## src/legPkg.sv

```systemverilog
/*
 * LEGv8 core shared definitions
 * decoded instruction classes, ALU operations, condition codes,
 * the decoder's control bundle and the NZCV flag set
 */
package legPkg;

	// architectural register width
	localparam int dataWidth = 64;

	typedef enum logic [3:0] {
		iB,
		iBcond,
		iBL,
		iBR,
		iCBZ,
		iADDI,
		iADDS,
		iSUBS,
		iLDUR,
		iSTUR,
		iNop
	} instrClass;

	typedef enum logic [1:0] {
		aluAdd,
		aluSub,
		aluPassB
	} aluOp;

	// standard ARM condition encodings
	typedef enum logic [3:0] {
		ccEq = 4'h0,
		ccNe = 4'h1,
		ccHs = 4'h2,
		ccLo = 4'h3,
		ccMi = 4'h4,
		ccPl = 4'h5,
		ccVs = 4'h6,
		ccVc = 4'h7,
		ccHi = 4'h8,
		ccLs = 4'h9,
		ccGe = 4'ha,
		ccLt = 4'hb,
		ccGt = 4'hc,
		ccLe = 4'hd,
		ccAl = 4'he
	} condCode;

	typedef struct packed {
		instrClass cls;
		logic reg2Loc;
		logic aluSrcImm;
		aluOp aluFn;
		logic setFlags;
		logic regWrite;
		logic memToReg;
		logic memWrite;
		logic branchLink;
	} ctrlSignals;

	typedef struct packed {
		logic n;
		logic z;
		logic c;
		logic v;
	} nzcvFlags;

endpackage

```

## src/regFile.sv

```systemverilog
/*
 * LEGv8 register file
 * 32 x 64-bit registers with two read ports and one write port.
 * X31 reads as zero; the write-back mux picks load data,
 * ALU result or the branch link value
 */
`timescale 1ns/1ps

module regFile
	import legPkg::*;
(
	input  logic                 clk,
	input  logic                 rst,
	input  ctrlSignals           ctrl,
	input  logic [31:0]          instr,
	input  logic [dataWidth-1:0] aluResult,
	input  logic [dataWidth-1:0] dataRdata,
	input  logic [dataWidth-1:0] linkValue,
	output logic [dataWidth-1:0] rdA,
	output logic [dataWidth-1:0] rdB
);

	logic [dataWidth-1:0] regs [32];
	logic [4:0] addrA;
	logic [4:0] addrB;
	logic [4:0] wrAddr;
	logic [dataWidth-1:0] wrData;

	// BR target comes out on the second port
	assign addrA = instr[9:5];
	assign addrB = (ctrl.cls == iBR) ? instr[9:5] :
		ctrl.reg2Loc ? instr[4:0] : instr[20:16];
	assign wrAddr = ctrl.branchLink ? 5'd30 : instr[4:0];

	always_comb begin
		if (ctrl.branchLink) begin
			wrData = linkValue;
		end else if (ctrl.memToReg) begin
			wrData = dataRdata;
		end else begin
			wrData = aluResult;
		end
	end

	// zero register
	assign rdA = (addrA == 5'd31) ? '0 : regs[addrA];
	assign rdB = (addrB == 5'd31) ? '0 : regs[addrB];

	always_ff @(posedge clk) begin
		if (!rst) begin
			for (int i = 0; i < 32; i++) begin
				regs[i] <= '0;
			end
		end else if (ctrl.regWrite && wrAddr != 5'd31) begin
			regs[wrAddr] <= wrData;
		end
	end

endmodule

```

## config.mk

```make
export PLATFORM = sky130hd
export DESIGN_NAME = regFile
export DESIGN_NICKNAME = d
export VERILOG_FILES = /design/src/legPkg.sv /design/src/regFile.sv
export SDC_FILE = /design/constraint.sdc
export NUM_CORES = 2
export LEC_CHECK = 0
export ABC_CLOCK_PERIOD_IN_PS = 3950
export BUFFER_PORTS_ARGS = -buffer_cell sky130_fd_sc_hd__buf_2
export CELL_PAD_IN_SITES_DETAIL_PLACEMENT = 2
export CELL_PAD_IN_SITES_GLOBAL_PLACEMENT = 2
export CORE_MARGIN = 1.5
export CORE_UTILIZATION = 47
export DETAILED_ROUTE_END_ITERATION = 10
export MAX_ROUTING_LAYER = met4
export PLACE_DENSITY = 0.88
export SYNTH_ARGS = -nofsm -noshare
export SYNTH_HDL_FRONTEND = slang
export SYNTH_SLANG_ARGS = --single-unit
```

## constraint.sdc

```tcl
create_clock -name clk -period 3.95 [get_ports clk]
set_input_delay 0 -clock clk [delete_from_list [all_inputs] [get_ports clk]]
set_output_delay 0 -clock clk [all_outputs]
set_load 0.01 [all_outputs]
```

==> flow_summary.json <==
{
  "outcome": "finished clean",
  "clk_path_buf_depth": 3,
  "slew_headroom_pct": 6.219,
  "area_delta_synth_final_pct": 14.89,
  "slowest_delay_ns": 0.92,
  "synthMuxAreaShare_pct": 26.55,
  "crit_type": "register to primary output",
  "core_mm2": 0.2174,
  "viasPerCell": 8.099,
  "setup_violations": 0,
  "wire_per_inst_um": 52.68,
  "ys_warn_count": 0,
  "fin_crit_sh_pct": 97.06,
  "crit_buf_inv": 1,
  "vias": 82070,
  "fillCellCount": 19000,
  "irDropWorstVdd_uv": 593.9,
  "cts-buffers-inserted": 217,
  "nNetsFinal": 7282,
  "hold_slack_ns": 0.01237,
  "crit_family": "multiplexers",
  "crit_chain": "mux4_2 > mux4_2 > mux2i_1 > nor2_1 > buf_2",
  "maxCapViolCount": 0,
  "multi_input_area_mm2": 0.03950,
  "drive_gt1_share_pct": 31.44,
  "grt_max_degree": 77,
  "postSynthAreaPerCell_um2": 15.33,
  "synth_seq_cells": 2048,
  "p_leak_uw": 0.03956,
  "hold_class": "input pin to register",
  "io_buffers": 344,
  "netlist.area_leader.share_pct": 59.71,
  "yosysMostFrequentCell": "nor2_1",
  "synth_flop_cell": "edfxtp_1",
  "yosys.area_share.simple_pct": 8.542,
  "grt_setup_unrepaired": "false",
  "worstPathRequired_ns": 3.95,
  "period_minus_slack_ns": 3.834,
  "clock.fmax_mhz": 260.8,
  "largest_register_ffs": 2048,
  "drc_errors": 0,
  "ys_types": 30,
  "synthCells": 6718,
  "gp_congestion": 0.8375,
  "std_cell_rows": 171,
  "synth_compound_area_share_pct": 2.222,
  "tightest_slew_ns": 1.396,
  "p_per_area_mw_per_mm2": 479.8,
  "synth_xor_area_share_pct": 0,
  "critPathArrivalTime_ns": 3.83,
  "synthTopCellsByCount": "nor2_1, edfxtp_1, mux4_2",
  "synth_enable_flop_cells": 2048,
  "start_util_pct": 47.38,
  "grt_overflow": 0,
  "cts_htree_levels": 4,
  "netlist_area_mm2": 0.1030,
  "synth-adder-area-share_pct": 0,
  "drtAntennaViolNets": 0,
  "slew_viol_final": 0,
  "clockRootBuffer": "clkbuf_16",
  "drtPass1Iterations": 8,
  "grt_pass1_vias": 85890,
  "largestRegisters": "regs x2048",
  "synth_top_family_by_area": "multiplexers",
  "ys_seq_area_share_pct": 59.71,
  "cpMaxStageDelayCell": "mux2i_1",
  "worstPathMaxFanout": 3,
  "top_register": "regs",
  "seq_area_mm2": 0.06150,
  "die_area_mm2": 0.2219,
  "cts_tree": "done",
  "floorplan.die.width_um": 471.1,
  "design_area_mm2": 0.1183,
  "synthArstFlopShare_pct": 0,
  "tns_ns": 0,
  "cts.sink_count": 2048,
  "hpwl_um": 273900,
  "routed_wl_um": 533800,
  "drt-initial-drc-count": 15830,
  "dp_slack_ns": 0.5924,
  "hold_violations": 0,
  "clk_pin_slew_ns": 0.09,
  "critPathLaunchType": "register",
  "grt_pass1_wl_um": 725300,
  "antenna_found_initial": 39,
  "critPathCaptureType": "primary output",
  "yosys.area.top_type": "edfxtp_1",
  "fin_ws_ns": 0.1161,
  "crit_top_cell": "mux4_2",
  "ios": 367,
  "place_area_mm2": 0.1100,
  "die_y_um": 471.1,
  "synth_area_leaders": "edfxtp_1, mux4_2, nor2_1, clkbuf_1, a22oi_1",
  "grt_util_all_layers_pct": 49.52
}
-- final timing paths --
path | start | endpoint | slack, ns | cells after the start
setup / recovery | regs[3][37] | rdA[37] | 0.12 | 5
hold / removal | instr[1] | regs[21][1] | 0.01 | 5
-- cells in the final DEF (no fill, tap or decap), drive strengths merged, types with 5 or more instances in the layout --
cell	n
clkbuf	265
diode	51
mux2	9
conb	64
mux4	1147
a21oi	66
clkinv	105
inv	12
nand2	79
a22oi	253
nor2	2127
buf	668
edfxtp	2048
dlygate4sd3	128
clkinvlp	9
nand2b	5
nand4	68
mux2i	140
bufinv	18
-- repair_timing --
action / in CTS / in global routing
hold endpoints to repair: 1981 / 0
buffers inserted: 0 / 0
hold buffers: 128 / 0
gates resized for setup: 0 / 0
-- routing by layer --
layer / track usage (%) / wire length [um] / vias to the layer above
li1: - / - / 26770
met1: 53.87 / 156700 / 41220
met2: 71.82 / 239400 / 10300
met3: 17.62 / 79380 / 3784
met4: 43.53 / 58450 / 0
met5: - / 0 / -
-- power by group --
| group | switching [uW] | internal, uW |
|---|---|---|
| registers | 1080 | 25100 |
| logic | 5460 | 3490 |
| clock network | 10200 | 11400 |
-- cell families (layout without fill, tap and decap cells) --
kind of cell           Yosys count  count (layout)
buffers and inverters          757            1205
other                            1             115
and+or+nand+nor               2289            2289
muxes                         1296            1296
DFF                           2048            2048
AOI/OAI and AO/OA              327             327
-- metrics by stage --
step	util, %	total power [uW]	cells
2_1_floorplan	-	30760	6781
6_report	54.43	56770	10130
3_5_place_dp	50.60	34490	9550
5_1_grt	54.42	57120	10120
4_1_cts	54.37	55850	10080
3_3_place_gp	50.60	33700	9550
-- cell type report --
type                       count  area share (%)
antenna                       51          0.1079
clock buffer                 263           4.771
clock inverter               142           1.068
inverter                       2         0.01057
multi-input combinational   3976           33.39
sequential                  2048           51.98
tap                         2854           3.018
timing repair buffer         798           5.662
(Power assumes the default switching activity.)
