### config.mk
export PLATFORM = sky130hd
export DESIGN_NAME = cpuControl
export DESIGN_NICKNAME = d
export VERILOG_FILES = /design/src/legPkg.sv /design/src/cpuControl.sv
export SDC_FILE = /design/constraint.sdc
export NUM_CORES = 1
export LEC_CHECK = 0
export BUFFER_PORTS_ARGS = -buffer_cell sky130_fd_sc_hd__buf_2
export CORE_AREA = 4 4 41 43
export DETAILED_ROUTE_END_ITERATION = 16
export DIE_AREA = 0 0 45 47
export PLACE_DENSITY = 0.47
export SYNTH_ARGS = -nofsm -noshare
export SYNTH_HDL_FRONTEND = slang
export SYNTH_SLANG_ARGS = --single-unit
### constraint.sdc
create_clock -name vclk -period 2.35
set_input_delay 0.1175 -clock vclk [all_inputs]
set_output_delay 0.1175 -clock vclk [all_outputs]
set_load 0.01 [all_outputs]
### src/legPkg.sv
/*
 * LEGv8 core shared definitions
 * decoded instruction classes, ALU operations, condition codes,
 * the decoder's control bundle and the NZCV flag set
 */
package legPkg;

	// architectural register width
	localparam int dataWidth = 64;

	typedef enum logic [3:0] {
		iB,
		iBcond,
		iBL,
		iBR,
		iCBZ,
		iADDI,
		iADDS,
		iSUBS,
		iLDUR,
		iSTUR,
		iNop
	} instrClass;

	typedef enum logic [1:0] {
		aluAdd,
		aluSub,
		aluPassB
	} aluOp;

	// standard ARM condition encodings
	typedef enum logic [3:0] {
		ccEq = 4'h0,
		ccNe = 4'h1,
		ccHs = 4'h2,
		ccLo = 4'h3,
		ccMi = 4'h4,
		ccPl = 4'h5,
		ccVs = 4'h6,
		ccVc = 4'h7,
		ccHi = 4'h8,
		ccLs = 4'h9,
		ccGe = 4'ha,
		ccLt = 4'hb,
		ccGt = 4'hc,
		ccLe = 4'hd,
		ccAl = 4'he
	} condCode;

	typedef struct packed {
		instrClass cls;
		logic reg2Loc;
		logic aluSrcImm;
		aluOp aluFn;
		logic setFlags;
		logic regWrite;
		logic memToReg;
		logic memWrite;
		logic branchLink;
	} ctrlSignals;

	typedef struct packed {
		logic n;
		logic z;
		logic c;
		logic v;
	} nzcvFlags;

endpackage

### src/cpuControl.sv
/*
 * LEGv8 instruction decoder
 * matches the 11-bit opcode field against the supported encodings
 * and builds the control bundle; anything unknown becomes a no-op.
 * register and memory write enables stay off while in reset
 */
`timescale 1ns/1ps

module cpuControl
	import legPkg::*;
(
	input  logic        rst,
	input  logic [10:0] opcode,
	output ctrlSignals  ctrl
);

	// opcode slices per instruction format
	logic [5:0] bOp;
	logic [7:0] cbOp;
	logic [9:0] iOp;

	assign bOp = opcode[10:5];
	assign cbOp = opcode[10:3];
	assign iOp = opcode[10:1];

	always_comb begin
		// defined no-op unless a match below
		ctrl = '0;
		ctrl.cls = iNop;
		ctrl.aluFn = aluPassB;

		if (bOp == 6'b000101) begin
			ctrl.cls = iB;
		end else if (cbOp == 8'b01010100) begin
			ctrl.cls = iBcond;
		end else if (bOp == 6'b100101) begin
			// link register gets pc + 4
			ctrl.cls = iBL;
			ctrl.regWrite = 1'b1;
			ctrl.branchLink = 1'b1;
		end else if (opcode == 11'b11010110000) begin
			ctrl.cls = iBR;
		end else if (cbOp == 8'b10110100) begin
			// tested register read through Rt
			ctrl.cls = iCBZ;
			ctrl.reg2Loc = 1'b1;
		end else if (iOp == 10'b1001000100) begin
			ctrl.cls = iADDI;
			ctrl.aluSrcImm = 1'b1;
			ctrl.aluFn = aluAdd;
			ctrl.regWrite = 1'b1;
		end else if (opcode == 11'b10101011000) begin
			ctrl.cls = iADDS;
			ctrl.aluFn = aluAdd;
			ctrl.setFlags = 1'b1;
			ctrl.regWrite = 1'b1;
		end else if (opcode == 11'b11101011000) begin
			ctrl.cls = iSUBS;
			ctrl.aluFn = aluSub;
			ctrl.setFlags = 1'b1;
			ctrl.regWrite = 1'b1;
		end else if (opcode == 11'b11111000010) begin
			ctrl.cls = iLDUR;
			ctrl.aluSrcImm = 1'b1;
			ctrl.aluFn = aluAdd;
			ctrl.regWrite = 1'b1;
			ctrl.memToReg = 1'b1;
		end else if (opcode == 11'b11111000000) begin
			// store data comes from Rt
			ctrl.cls = iSTUR;
			ctrl.reg2Loc = 1'b1;
			ctrl.aluSrcImm = 1'b1;
			ctrl.aluFn = aluAdd;
			ctrl.memWrite = 1'b1;
		end

		// no architectural writes during reset
		if (!rst) begin
			ctrl.regWrite = 1'b0;
			ctrl.memWrite = 1'b0;
		end
	end

endmodule

==> results.md <==
* Status: finished, final reports clean
* Net Sw Frac at 0.488
* Minimum clock period at roughly 1.4 ns
* Fill cells at 162
* DRC Markers at 0
* Worst setup path category: in -> out
* Most frequent cells in the layout: buf_2 (25), nand3_1 (3), nor2_1 (3), nand2_1 (3), inv_1 (3)
* Setup Buffers After CTS at 0
* HPWL after detailed placement at 833 um
* Critical path cell sequence: buf_2, and4bb_1, and4_1, nor2_1, a311oi_1, buf_2
* Number of global-route vias before repair at 324
* DRT Pass-1 Iters at 4
* Top cell type by total area after synthesis: and4bb_1
* Total Neg Setup Slack at 0 ns
* Antenna violations before repair at 0
* Mean Syn Cell Area at 7.23 um^2
* Unrepaired setup endpoints after global routing: no
* Core Footprint at 1300 um^2
* FMAX at 0.716 GHz
* Register area at 0 um^2
* Initial drt markers at 5
* Synth Instances at 36
* Grt total ovfl at 0
* Clock power frac at 0
* Layout Utilization at 0.311
* Clock buffers at 0
* Maximum VDD drop at 45.1 uV
* Largest family of logic cells by synthesized area: simple AND/OR/NAND/NOR gates
* Crit share post-route at 0.595
* Synth Warn # at 0
* I/O Pins at 25
* Syn Nets at 48
* Switching power at around 0.016 mW
* Hold Crit Class: in -> out
* First-pass GRT wire length at 1480 um
* Final WL at roughly 940 um
* Leakage at 0.229 nW
* Die X at 45 um
* Port Buffer Count at 25
* Hold buffers post-CTS at 0
* Die height at 47 um
* Post-route non-filler standard cell count at 76
* Critical Path AT at around 1.3 ns
* Post-Synth XOR/XNOR Area at 0
* Slowest cell on crit path: and4bb_1
* Layout cells sized above 1 at 0.459
* Post-layout power at 0.0331 mW
* Req. time, crit path at 2.23 ns
* Nets at 75
* Largest stage delay, worst path at 0.32 ns
* Critical path peak fanout at 4
* Synth unique cells at 23
* Post-synth top area share at 0.0962
* Tot GR Track Use at 0.0881
* WL/cell at 12.4 um
* Sequential element share of the synthesized area at 0
* Sequential Power Share at 0
* Gp weighted congestion at 0.789
* Synth area leaders: and4bb_1 (9.6%), nor4bb_1 (7.7%), nand4b_1 (6.7%)
* DR vias at 376
* Starting Density at 0.200
* Crit path launch type: input pin
* Max-slew violations at 0
* Critical Path End Type: output port
* Slew @ Worst Pin at 0.307 ns
* Post-Synthesis Cell Area at approximately 260 um^2
* Placed cells at 76
* Gate power share at 1.000
* Most used cell, CP: buf_2
* Synth Area in Adders at 0
* Antenna-violating nets left at 0
* PD cells at roughly 80 nW/um^2
* Compound-Gate Fraction of Synth Area at 0.0865
* Internal power at 0.0169 mW
* Commonest non-fill, non-tap cell in the layout: buf_2
* Layout area overhead at 55.3%
* Vias per cell at between 4 and 5
* Max Cap Viol at 0
* Fin. Hold Viols at 0
* Largest net degree at the start of global routing at 7
* Mux contribution to synthesized area at 0
* Row Count at 13
* PostCTS Resize Cnt at 0
* Final setup viols at 0
* Sequential cell count at 0
* Max_slew headroom at 0.792
* Die ar. at 2120 um^2
* Ant diodes at 0
* Post-Synth Simple-Gate Area at 0.870
metal layers:
metal / vias up / wire length (um) / global-route usage
met5: - / 0 / 0
met4: 0 / 0 / 0
met3: 0 / 113 / 0.00766
met2: 18 / 392 / 0.127
met1: 165 / 438 / 0.146
li1: 193 / - / -
worst max-delay path, delay by kind of cell:
kind,cells,cell delay [ns]
buffers and inverters,2,0.29
AND/OR/NAND/NOR,3,0.62
AO/OA/AOI/OAI,1,0.26
worst paths after layout:
| path | startpoint | end | slack (ns) | cells after the start |
|---|---|---|---|---|
| max | opcode[3] | ctrl[3] | 0.95 | 6 |
| min | opcode[9] | ctrl[0] | 0.57 | 3 |
Yosys cell counts, drive strengths merged:
cell	count
nand3	3
nand4bb	1
nor4b	2
inv	3
nor2	3
a21oi	1
nor4bb	2
and3b	1
a2bb2oi	1
nand4b	2
nand2	3
or2	2
nor2b	1
nor3b	2
and4bb	2
and4	1
a311oi	1
and2b	2
and3	1
nand4	2
through the flow:
step	worst slack (ns)	cell area, um^2	hold WS [ns]
floorplan	1.11	260	0.273
global placement	0.921	404	0.573
detailed placement	0.949	404	0.572
CTS	0.948	404	0.575
global route	0.811	404	0.603
finish	0.953	404	0.569
cell type report:
type	count	area, um^2	share of cell area
multi-input cells	33	249	0.616
inverters	3	11.3	0.0279
well taps	15	18.8	0.0464
repair buffers	25	125	0.310
power groups by stage:
stage | clock network, mW | logic (mW) | registers [mW]
after detailed placement | 0 | 0.0330 | 0
after global placement | 0 | 0.0332 | 0
after CTS | 0 | 0.0331 | 0
final | 0 | 0.0331 | 0
after floorplan | 0 | 0.0132 | 0
after global routing | 0 | 0.0370 | 0
logic make-up (layout without fill, tap and decap cells):
kind of cell,Yosys count,count (layout)
compound gates,3,3
buf+inv,3,28
simple gates,30,30
(Power assumes the default switching activity.)
